[config.mk]
export PLATFORM = sky130hd
export DESIGN_NAME = nes_loader_top
export DESIGN_NICKNAME = d
export VERILOG_FILES = /design/src/nes_loader_pkg.sv /design/src/host_reg_decode.sv /design/src/ines_loader.sv /design/src/joypad_serializer.sv /design/src/nes_loader_top.sv
export SDC_FILE = /design/constraint.sdc
export NUM_CORES = 1
export LEC_CHECK = 0
export BUFFER_PORTS_ARGS = -buffer_cell sky130_fd_sc_hd__buf_2
export CORE_MARGIN = 4
export CORE_UTILIZATION = 60
export CTS_CLUSTER_SIZE = 10
export DETAILED_ROUTE_END_ITERATION = 16
export PLACE_DENSITY = 0.82
export SLEW_MARGIN = 15
export SYNTH_ARGS = -nofsm -noshare
export SYNTH_HDL_FRONTEND = slang
export SYNTH_SLANG_ARGS = --single-unit
export TNS_END_PERCENT = 50
[constraint.sdc]
create_clock -name clk -period 5.2 [get_ports clk]
set_input_delay 0.52 -clock clk [delete_from_list [all_inputs] [get_ports clk]]
set_output_delay 0.52 -clock clk [all_outputs]
set_load 0.005 [all_outputs]
[src/nes_loader_pkg.sv]
// NES loader shared definitions
package nes_loader_pkg;

  // ========================================
  // Host register map
  // ========================================
  localparam logic [7:0] HOST_ADDR_CONF = 8'h35;  // Config byte, bit 0 holds loader in reset
  localparam logic [7:0] HOST_ADDR_LOAD = 8'h37;  // Cartridge image stream
  localparam logic [7:0] HOST_ADDR_PAD1 = 8'h40;  // Player 1 buttons
  localparam logic [7:0] HOST_ADDR_PAD2 = 8'h41;  // Player 2 buttons

  // ========================================
  // Loader constants
  // ========================================
  localparam int unsigned LOAD_ADDR_W = 22;

  // CHR data lives in the upper half of the load space
  localparam logic [LOAD_ADDR_W-1:0] CHR_BASE_ADDR = 22'h200000;

  localparam int unsigned PRG_BANK_SHIFT = 14;  // 16 KiB
  localparam int unsigned CHR_BANK_SHIFT = 13;  // 8 KiB
  localparam int unsigned INES_HDR_LEN   = 16;

  localparam logic [31:0] INES_MAGIC = 32'h4E45_531A;  // "NES",0x1A

  // ========================================
  // Bundled signals
  // ========================================
  typedef struct packed {
    logic [7:0] addr;
    logic [7:0] data;
    logic       write;
  } host_wr_t;

  typedef struct packed {
    logic [LOAD_ADDR_W-1:0] addr;
    logic [7:0]             data;
    logic                   write;
  } mem_wr_t;

  // Cartridge flags as the console core expects them
  typedef struct packed {
    logic [7:0] reserved;     // Always zero
    logic [3:0] hdr7_lo;
    logic [3:0] hdr6_lo;
    logic       has_chr_ram;
    logic       mirroring;
    logic [2:0] chr_size;     // Log2 of CHR bank count
    logic [2:0] prg_size;     // Log2 of PRG bank count
    logic [7:0] mapper;
  } mapper_flags_t;

endpackage

[src/host_reg_decode.sv]
`timescale 1ns/1ps
// Host register decoder
module host_reg_decode (
  input  logic                     clk,
  input  logic                     clk_spi,
  input  nes_loader_pkg::host_wr_t host,
  output logic [7:0]               load_byte,
  output logic                     load_stb,
  output logic                     loader_reset,
  output logic [7:0]               pad1_bits,
  output logic [7:0]               pad2_bits
);
  import nes_loader_pkg::*;

  logic conf_hold;  // Bit 0 of the config byte

  always_ff @(posedge clk or posedge clk_spi) begin
    if (clk_spi) begin
      conf_hold <= 1'b0;
      pad1_bits <= '0;
      pad2_bits <= '0;
    end else if (host.write) begin
      case (host.addr)
        HOST_ADDR_CONF: conf_hold <= host.data[0];
        HOST_ADDR_PAD1: pad1_bits <= host.data;
        HOST_ADDR_PAD2: pad2_bits <= host.data;
        default: ;  // Other addresses ignored
      endcase
    end
  end

  // Image bytes go straight through in the write cycle
  assign load_byte = host.data;
  assign load_stb  = host.write && (host.addr == HOST_ADDR_LOAD);

  // Loader held while system reset or config hold is set
  assign loader_reset = clk_spi | conf_hold;

endmodule

[src/ines_loader.sv]
`timescale 1ns/1ps
// iNES image loader
module ines_loader (
  input  logic                          clk,
  input  logic                          clk_spi,
  input  logic [7:0]                    load_byte,
  input  logic                          load_stb,
  output nes_loader_pkg::mem_wr_t       mem_wr,
  output nes_loader_pkg::mapper_flags_t mapper_flags,
  output logic                          done,
  output logic                          error
);
  import nes_loader_pkg::*;

  localparam int unsigned CTR_W = $clog2(INES_HDR_LEN);

  typedef enum logic [1:0] {
    ST_HDR  = 2'd0,
    ST_PRG  = 2'd1,
    ST_CHR  = 2'd2,
    ST_FAIL = 2'd3
  } load_state_e;

  load_state_e            state;
  logic [CTR_W-1:0]       hdr_ctr;
  logic [7:0]             ines [INES_HDR_LEN];
  logic [LOAD_ADDR_W-1:0] load_addr;
  logic [LOAD_ADDR_W-1:0] bytes_left;
  logic [LOAD_ADDR_W-1:0] prg_bytes;
  logic [LOAD_ADDR_W-1:0] chr_bytes;
  logic                   hdr_ok;
  logic                   accept;

  // Bank count to log2 size, 0 for 0 or 1 bank, saturating at 7
  function automatic logic [2:0] size_code(input logic [7:0] banks);
    logic [2:0] code;
    code = 3'd7;
    for (int i = 6; i >= 0; i--) begin
      if (banks <= (8'd1 << i)) code = 3'(i);
    end
    return code;
  endfunction

  assign prg_bytes = LOAD_ADDR_W'(ines[4]) << PRG_BANK_SHIFT;
  assign chr_bytes = LOAD_ADDR_W'(ines[5]) << CHR_BANK_SHIFT;

  // Magic must match, no trainer and no four-screen layout
  assign hdr_ok = ({ines[0], ines[1], ines[2], ines[3]} == INES_MAGIC) &&
                  !ines[6][2] && !ines[6][3];

  assign accept = load_stb && (bytes_left != '0) &&
                  ((state == ST_PRG) || (state == ST_CHR));

  // Header capture
  always_ff @(posedge clk) begin
    if ((state == ST_HDR) && load_stb) ines[hdr_ctr] <= load_byte;
  end

  // ========================================
  // Load sequencer
  // ========================================
  always_ff @(posedge clk or posedge clk_spi) begin
    if (clk_spi) begin
      state      <= ST_HDR;
      hdr_ctr    <= '0;
      load_addr  <= '0;  // PRG starts at 0
      bytes_left <= '0;
      done       <= 1'b0;
    end else begin
      case (state)
        ST_HDR: begin
          if (load_stb) begin
            hdr_ctr <= hdr_ctr + 1'b1;
            if (hdr_ctr == CTR_W'(INES_HDR_LEN - 1)) begin
              if (hdr_ok) begin
                state      <= ST_PRG;
                bytes_left <= prg_bytes;
              end else begin
                state <= ST_FAIL;
              end
            end
          end
        end
        ST_PRG: begin
          // Switch to CHR on the last PRG byte so no stream byte is lost
          if ((bytes_left == '0) || (accept && (bytes_left == LOAD_ADDR_W'(1)))) begin
            state      <= ST_CHR;
            load_addr  <= CHR_BASE_ADDR;
            bytes_left <= chr_bytes;
          end else if (accept) begin
            bytes_left <= bytes_left - 1'b1;
            load_addr  <= load_addr + 1'b1;
          end
        end
        ST_CHR: begin
          if (bytes_left == '0) begin
            done <= 1'b1;  // Image complete, later strobes ignored
          end else if (accept) begin
            bytes_left <= bytes_left - 1'b1;
            load_addr  <= load_addr + 1'b1;
          end
        end
        default: ;  // Stuck in fail until reset
      endcase
    end
  end

  assign error = (state == ST_FAIL);

  always_comb begin
    mem_wr.addr  = load_addr;
    mem_wr.data  = load_byte;
    mem_wr.write = accept;
  end

  // Flags packed for the console core
  always_comb begin
    mapper_flags.reserved    = '0;
    mapper_flags.hdr7_lo     = ines[7][3:0];
    mapper_flags.hdr6_lo     = ines[6][3:0];
    mapper_flags.has_chr_ram = (ines[5] == 8'd0);
    mapper_flags.mirroring   = ines[6][0];
    mapper_flags.chr_size    = size_code(ines[5]);
    mapper_flags.prg_size    = size_code(ines[4]);
    mapper_flags.mapper      = {ines[7][7:4], ines[6][7:4]};
  end

endmodule

[src/joypad_serializer.sv]
`timescale 1ns/1ps
// Two-player joypad serializer
module joypad_serializer (
  input  logic       clk,
  input  logic       clk_spi,
  input  logic [7:0] pad1_bits,
  input  logic [7:0] pad2_bits,
  input  logic       strobe,
  input  logic [1:0] pad_clock,
  output logic [1:0] data
);

  logic [1:0][7:0] shift_q;      // Index 0 is player 1
  logic [1:0]      pad_clock_q;
  logic [1:0]      pad_fall;

  // Falling edge seen against last cycle's clock level
  assign pad_fall = pad_clock_q & ~pad_clock;

  always_ff @(posedge clk or posedge clk_spi) begin
    if (clk_spi) begin
      shift_q     <= '0;
      pad_clock_q <= '0;
    end else begin
      pad_clock_q <= pad_clock;
      if (strobe) begin
        shift_q[0] <= pad1_bits;
        shift_q[1] <= pad2_bits;
      end
      // A shift in the same cycle wins over the reload
      for (int i = 0; i < 2; i++) begin
        if (pad_fall[i]) shift_q[i] <= {1'b0, shift_q[i][7:1]};
      end
    end
  end

  // Current button bit per player
  assign data = {shift_q[1][0], shift_q[0][0]};

endmodule

[src/nes_loader_top.sv]
`timescale 1ns/1ps
// NES ROM loader and joypad top level
module nes_loader_top (
  input  logic                          clk,
  input  logic                          clk_spi,
  input  nes_loader_pkg::host_wr_t      host,
  input  logic                          joypad_strobe,
  input  logic [1:0]                    joypad_clock,
  output nes_loader_pkg::mem_wr_t       mem_wr,
  output nes_loader_pkg::mapper_flags_t mapper_flags,
  output logic                          load_done,
  output logic                          load_error,
  output logic [1:0]                    joypad_data
);

  logic [7:0] load_byte;
  logic       load_stb;
  logic       loader_reset;
  logic [7:0] pad1_bits;
  logic [7:0] pad2_bits;

  host_reg_decode u_decode (
    .clk          (clk),
    .clk_spi      (clk_spi),
    .host         (host),
    .load_byte    (load_byte),
    .load_stb     (load_stb),
    .loader_reset (loader_reset),
    .pad1_bits    (pad1_bits),
    .pad2_bits    (pad2_bits)
  );

  // Loader sees the combined system and config reset
  ines_loader u_loader (
    .clk          (clk),
    .clk_spi      (loader_reset),
    .load_byte    (load_byte),
    .load_stb     (load_stb),
    .mem_wr       (mem_wr),
    .mapper_flags (mapper_flags),
    .done         (load_done),
    .error        (load_error)
  );

  joypad_serializer u_joypad (
    .clk       (clk),
    .clk_spi   (clk_spi),
    .pad1_bits (pad1_bits),
    .pad2_bits (pad2_bits),
    .strobe    (joypad_strobe),
    .pad_clock (joypad_clock),
    .data      (joypad_data)
  );

endmodule

==> run_results.csv <==
group,metric,value,unit
outcome,run_status,"complete, no violations",
worst_hold_path,holdCritStartpoint,"joypad_clock[1]",
routing,viasPerCell,6.170,
sta,post-route-period-util,60.16,%
clock_tree,root_buffer,"clkbuf_16",
sta,finalHoldViolCount,0,
worst_hold_path,hp-class,"input port to register",
critical_path,crit_required,5.52,ns
floorplan,core_area,0.01147,mm2
power_and_ir_drop,ir_drop,0.3230,mV
clock_tree,cts_tree,"yes",
synth,yosysTopAreaCellShare,30.42,%
clock_tree,cts_hold_buf,0,
power_and_ir_drop,power-per-cell-area,371.6,mW/mm2
floorplan,pin_count,89,
global_route,grt_max_degree,52,
layout,final_nets,728,
worst_hold_path,hold_depth,1,
placement,place_area,0.007485,mm2
global_route,gr-usage-all-layers,24.26,%
synth,ys_types,69,
global_route,grt_pass1_vias,5033,
synth,synth_area,0.007074,mm2
layout,fin_area,0.008085,mm2
critical_path,timing.rr.start,"u_loader.state[0]$_DFFE_PP0P_",
sta,worstMarginPinSlew,0.9317,ns
global_route,gr-total-overflow,0,
clock_tree,clock_latency,0.42,ns
critical_path,r2r-end,"u_loader.bytes_left[16]$_DFFE_PP0P_",
global_route,grt_pass1_wl,25160,um
sta,clock.fmax,0.3197,GHz
power_and_ir_drop,seq_power_share,45.1,%
sta,rsz0062_at_grt,"false",
routing,avgRoutedWirePerCell,18.34,um
synth,yosys-top-cells-area,"dfrtp_1, edfxtp_1, nor2_1",
sta,final.setup.tns,0,ns
floorplan,start_util,61.69,%
sta,finalWorstSetupSlack,2.072,ns
critical_path,cp.arrival,3.44,ns
floorplan,die_width,116.6,um
floorplan,die-height,116.6,um
placement,port_buffers,80,
critical_path,cp-start-kind,"register",
layout,num_antenna_cells,0,
sta,maxSlewViolCount,0,
sta,fin_crit,3.128,ns
critical_path,worst-path-stages,9,
placement,dpl.hpwl,10700,um
worst_hold_path,hold_end,"u_joypad.pad_clock_q[1]$_DFF_PP0_",
layout,drive_gt1_share,21.61,%
synth,ys.flop_type,"dfrtp_1",
critical_path,cp_num_buf_inv,1,
synth,synth_cells,624,
layout,final_common_cell,"dfrtp_1",
synth,yosys_warnings,0,
routing,ant_nets,0,
floorplan,rows,39,
critical_path,critical_path.max_fanout,18,
layout,fill_cells,784,
sta,setup_viol,0,
synth,synth.avg_cell_area,11.34,um2
critical_path,path_cells,"inv_1 > ha_1 > and4b_1 > nand3_1 > a2111oi_2 > nand2_1 > nand2_1 > a31oi_1 > o31ai_1",
sta,skew,0.008147,ns
critical_path,slowest_delay,0.88,ns
job,max_cap_violations,0,
routing,drtPass1Iterations,5,
critical_path,crit_slowest_cell,"a2111oi_2",
layout,syn2layout_area_growth,14.29,%
clock_tree,cts_setup_buffers,0,
clock_tree,numClockSinks,150,
synth,synth_top_cell_by_area,"dfrtp_1",
sta,slew_headroom,37.76,%
clock_tree,cts.clk_slew.worst_paths,0.06,ns
power_and_ir_drop,switching_share,27.27,%
global_route,antenna_found_initial,0,
critical_path,cp_common_cell,"nand2_1",
critical_path,cpLargestDelayFamily,"compound AO/OA/AOI/OAI gates",
synth,synth_edf_count,64,
placement,gp_congestion,0.9162,
clock_tree,ctsResizeCount,0,
critical_path,critPathKind,"register to register",
power_and_ir_drop,combPwrFrac,14.0,%
floorplan,die_area,0.01359,mm2
routing,drt_wl_total,15610,um
routing,num_vias,5251,
placement,pre_cts_ws,2.199,ns
power_and_ir_drop,p_switching,819.3,uW
power_and_ir_drop,power,3005,uW
power_and_ir_drop,p_int,2185,uW
power_and_ir_drop,power.leakage,0.003442,uW
critical_path,crit_path_end_kind,"register",
clock_tree,clock_path_buffers,2,
synth,ys_ff_latch,150,
routing,drc,0,
layout,layout_common_cells,"dfrtp_1, buf_2, nor2_1",
clock_tree,cts_made_buffers,17,
power_and_ir_drop,clockPowerShare,40.9,%
critical_path,reg2reg_depth,9,
synth,yosysSeqAreaShare,57.59,%
routing,drt_iter0_markers,373,
critical_path,r2r_slack,2.07,ns
clock_tree,ctsHtreeMaxLevel,4,
synth,async_reset_ff_share,57.33,%
[how the worst max path moves through the flow]
stage                                              from                                   to  slack, ns
after CTS                 u_loader.state[0]$_DFFE_PP0P_                            mem_wr[0]       2.13
final                     u_loader.state[0]$_DFFE_PP0P_  u_loader.bytes_left[16]$_DFFE_PP0P_       2.07
after global placement    u_loader.state[0]$_DFFE_PP0P_    u_loader.load_addr[5]$_DFFE_PP0P_       2.36
after detailed placement  u_loader.state[1]$_DFFE_PP0P_  u_loader.bytes_left[16]$_DFFE_PP0P_       2.20
after floorplan                                 clk_spi   u_loader.bytes_left[0]$_DFFE_PP0P_       1.78
after global routing      u_loader.state[0]$_DFFE_PP0P_   u_loader.load_addr[14]$_DFFE_PP0P_       1.92
[synthesized netlist by cell type, drive strengths merged, types with 4 or more instances]
library cell and number:
buf 27, nor4 11, o21ai 44, mux2i 17, o31ai 10, ha 11
nor3 20, nor4bb 5, and2 7, or3 8, nor2 69, nand4 11
inv 18, nand3 15, and3 5, edfxtp 64, xor2 16, dfrtp 86
a21oi 19, clkbuf 12, nor4b 6, nand3b 4, nand2 56, mux2 18
a31oi 8, xnor2 11
[area by class of cell]
cell class	instances	area [um2]	share of cell area [%]
multi-input cells	424	2740	33.89
clock buffers	20	457.9	5.664
clock inverters	12	136.4	1.687
flip-flops and latches	150	4074	50.39
repair buffers	84	430.4	5.323
well taps	143	178.9	2.213
inverters	18	67.56	0.8357
[sequential cells by signal (all words and copies together), names as in the netlist]
| name | cells |
|---|---|
| u_loader.state | 2 |
| u_loader.bytes_left | 22 |
| u_joypad.pad_clock_q | 2 |
| u_loader.done | 1 |
| u_decode.pad1_bits | 8 |
| u_loader.hdr_ctr | 4 |
| u_joypad.shift_q | 14 |
| u_decode.pad2_bits | 8 |
| u_decode.conf_hold | 1 |
| u_loader.ines | 64 |
| u_joypad.data | 2 |
| u_loader.load_addr | 22 |
[worst reg2reg max path, stage by stage, from the launching register on]
cell	delay [ns]
dfrtp_1	0.42
inv_1	0.09
ha_1	0.65
and4b_1	0.30
nand3_1	0.14
a2111oi_2	0.88
nand2_1	0.15
nand2_1	0.11
a31oi_1	0.05
o31ai_1	0.24
[per-stage QoR]
stage / hold slack, ns / util (%) / instances
after floorplan: 0.4492 / - / 631
after global placement: 0.4563 / 65.27 / 819
after detailed placement: 0.4736 / 65.27 / 819
after CTS: 0.2021 / 70.45 / 851
after global routing: 0.2023 / 70.51 / 851
final: 0.2187 / 70.51 / 851
[cell families (layout without fill, tap and decap cells)]
logic type / Yosys count / after routing / share of synthesized area (%)
and+or+nand+nor: 239 / 239 / 18.02
xor gates and xnor gates: 27 / 27 / 3.343
other: 1 / 8 / 0.05301
DFF: 150 / 150 / 57.59
buffers and inverters: 57 / 134 / 4.368
muxes: 35 / 35 / 5.270
adders and majority gates: 11 / 11 / 1.945
AOI/OAI and AO/OA: 104 / 104 / 9.409
[layer usage]
| layer | vias to the layer above | track usage, % | wire length (um) |
|---|---|---|---|
| li1 | 2388 | - | - |
| met3 | 31 | 6.788 | 1256 |
| met2 | 238 | 39.05 | 7815 |
| met5 | - | 0 | 0 |
| met4 | 0 | 10.02 | 358 |
| met1 | 2594 | 31.24 | 6174 |
[power groups by stage]
stage	Combinational, uW	Clock (uW)	Sequential [uW]
3_5_place_dp	413	0	1370
5_1_grt	465	1300	1360
2_1_floorplan	322	0	1360
6_report	422	1230	1350
4_1_cts	417	1250	1350
3_3_place_gp	398	0	1370
Power figures use the tool's default switching activity.
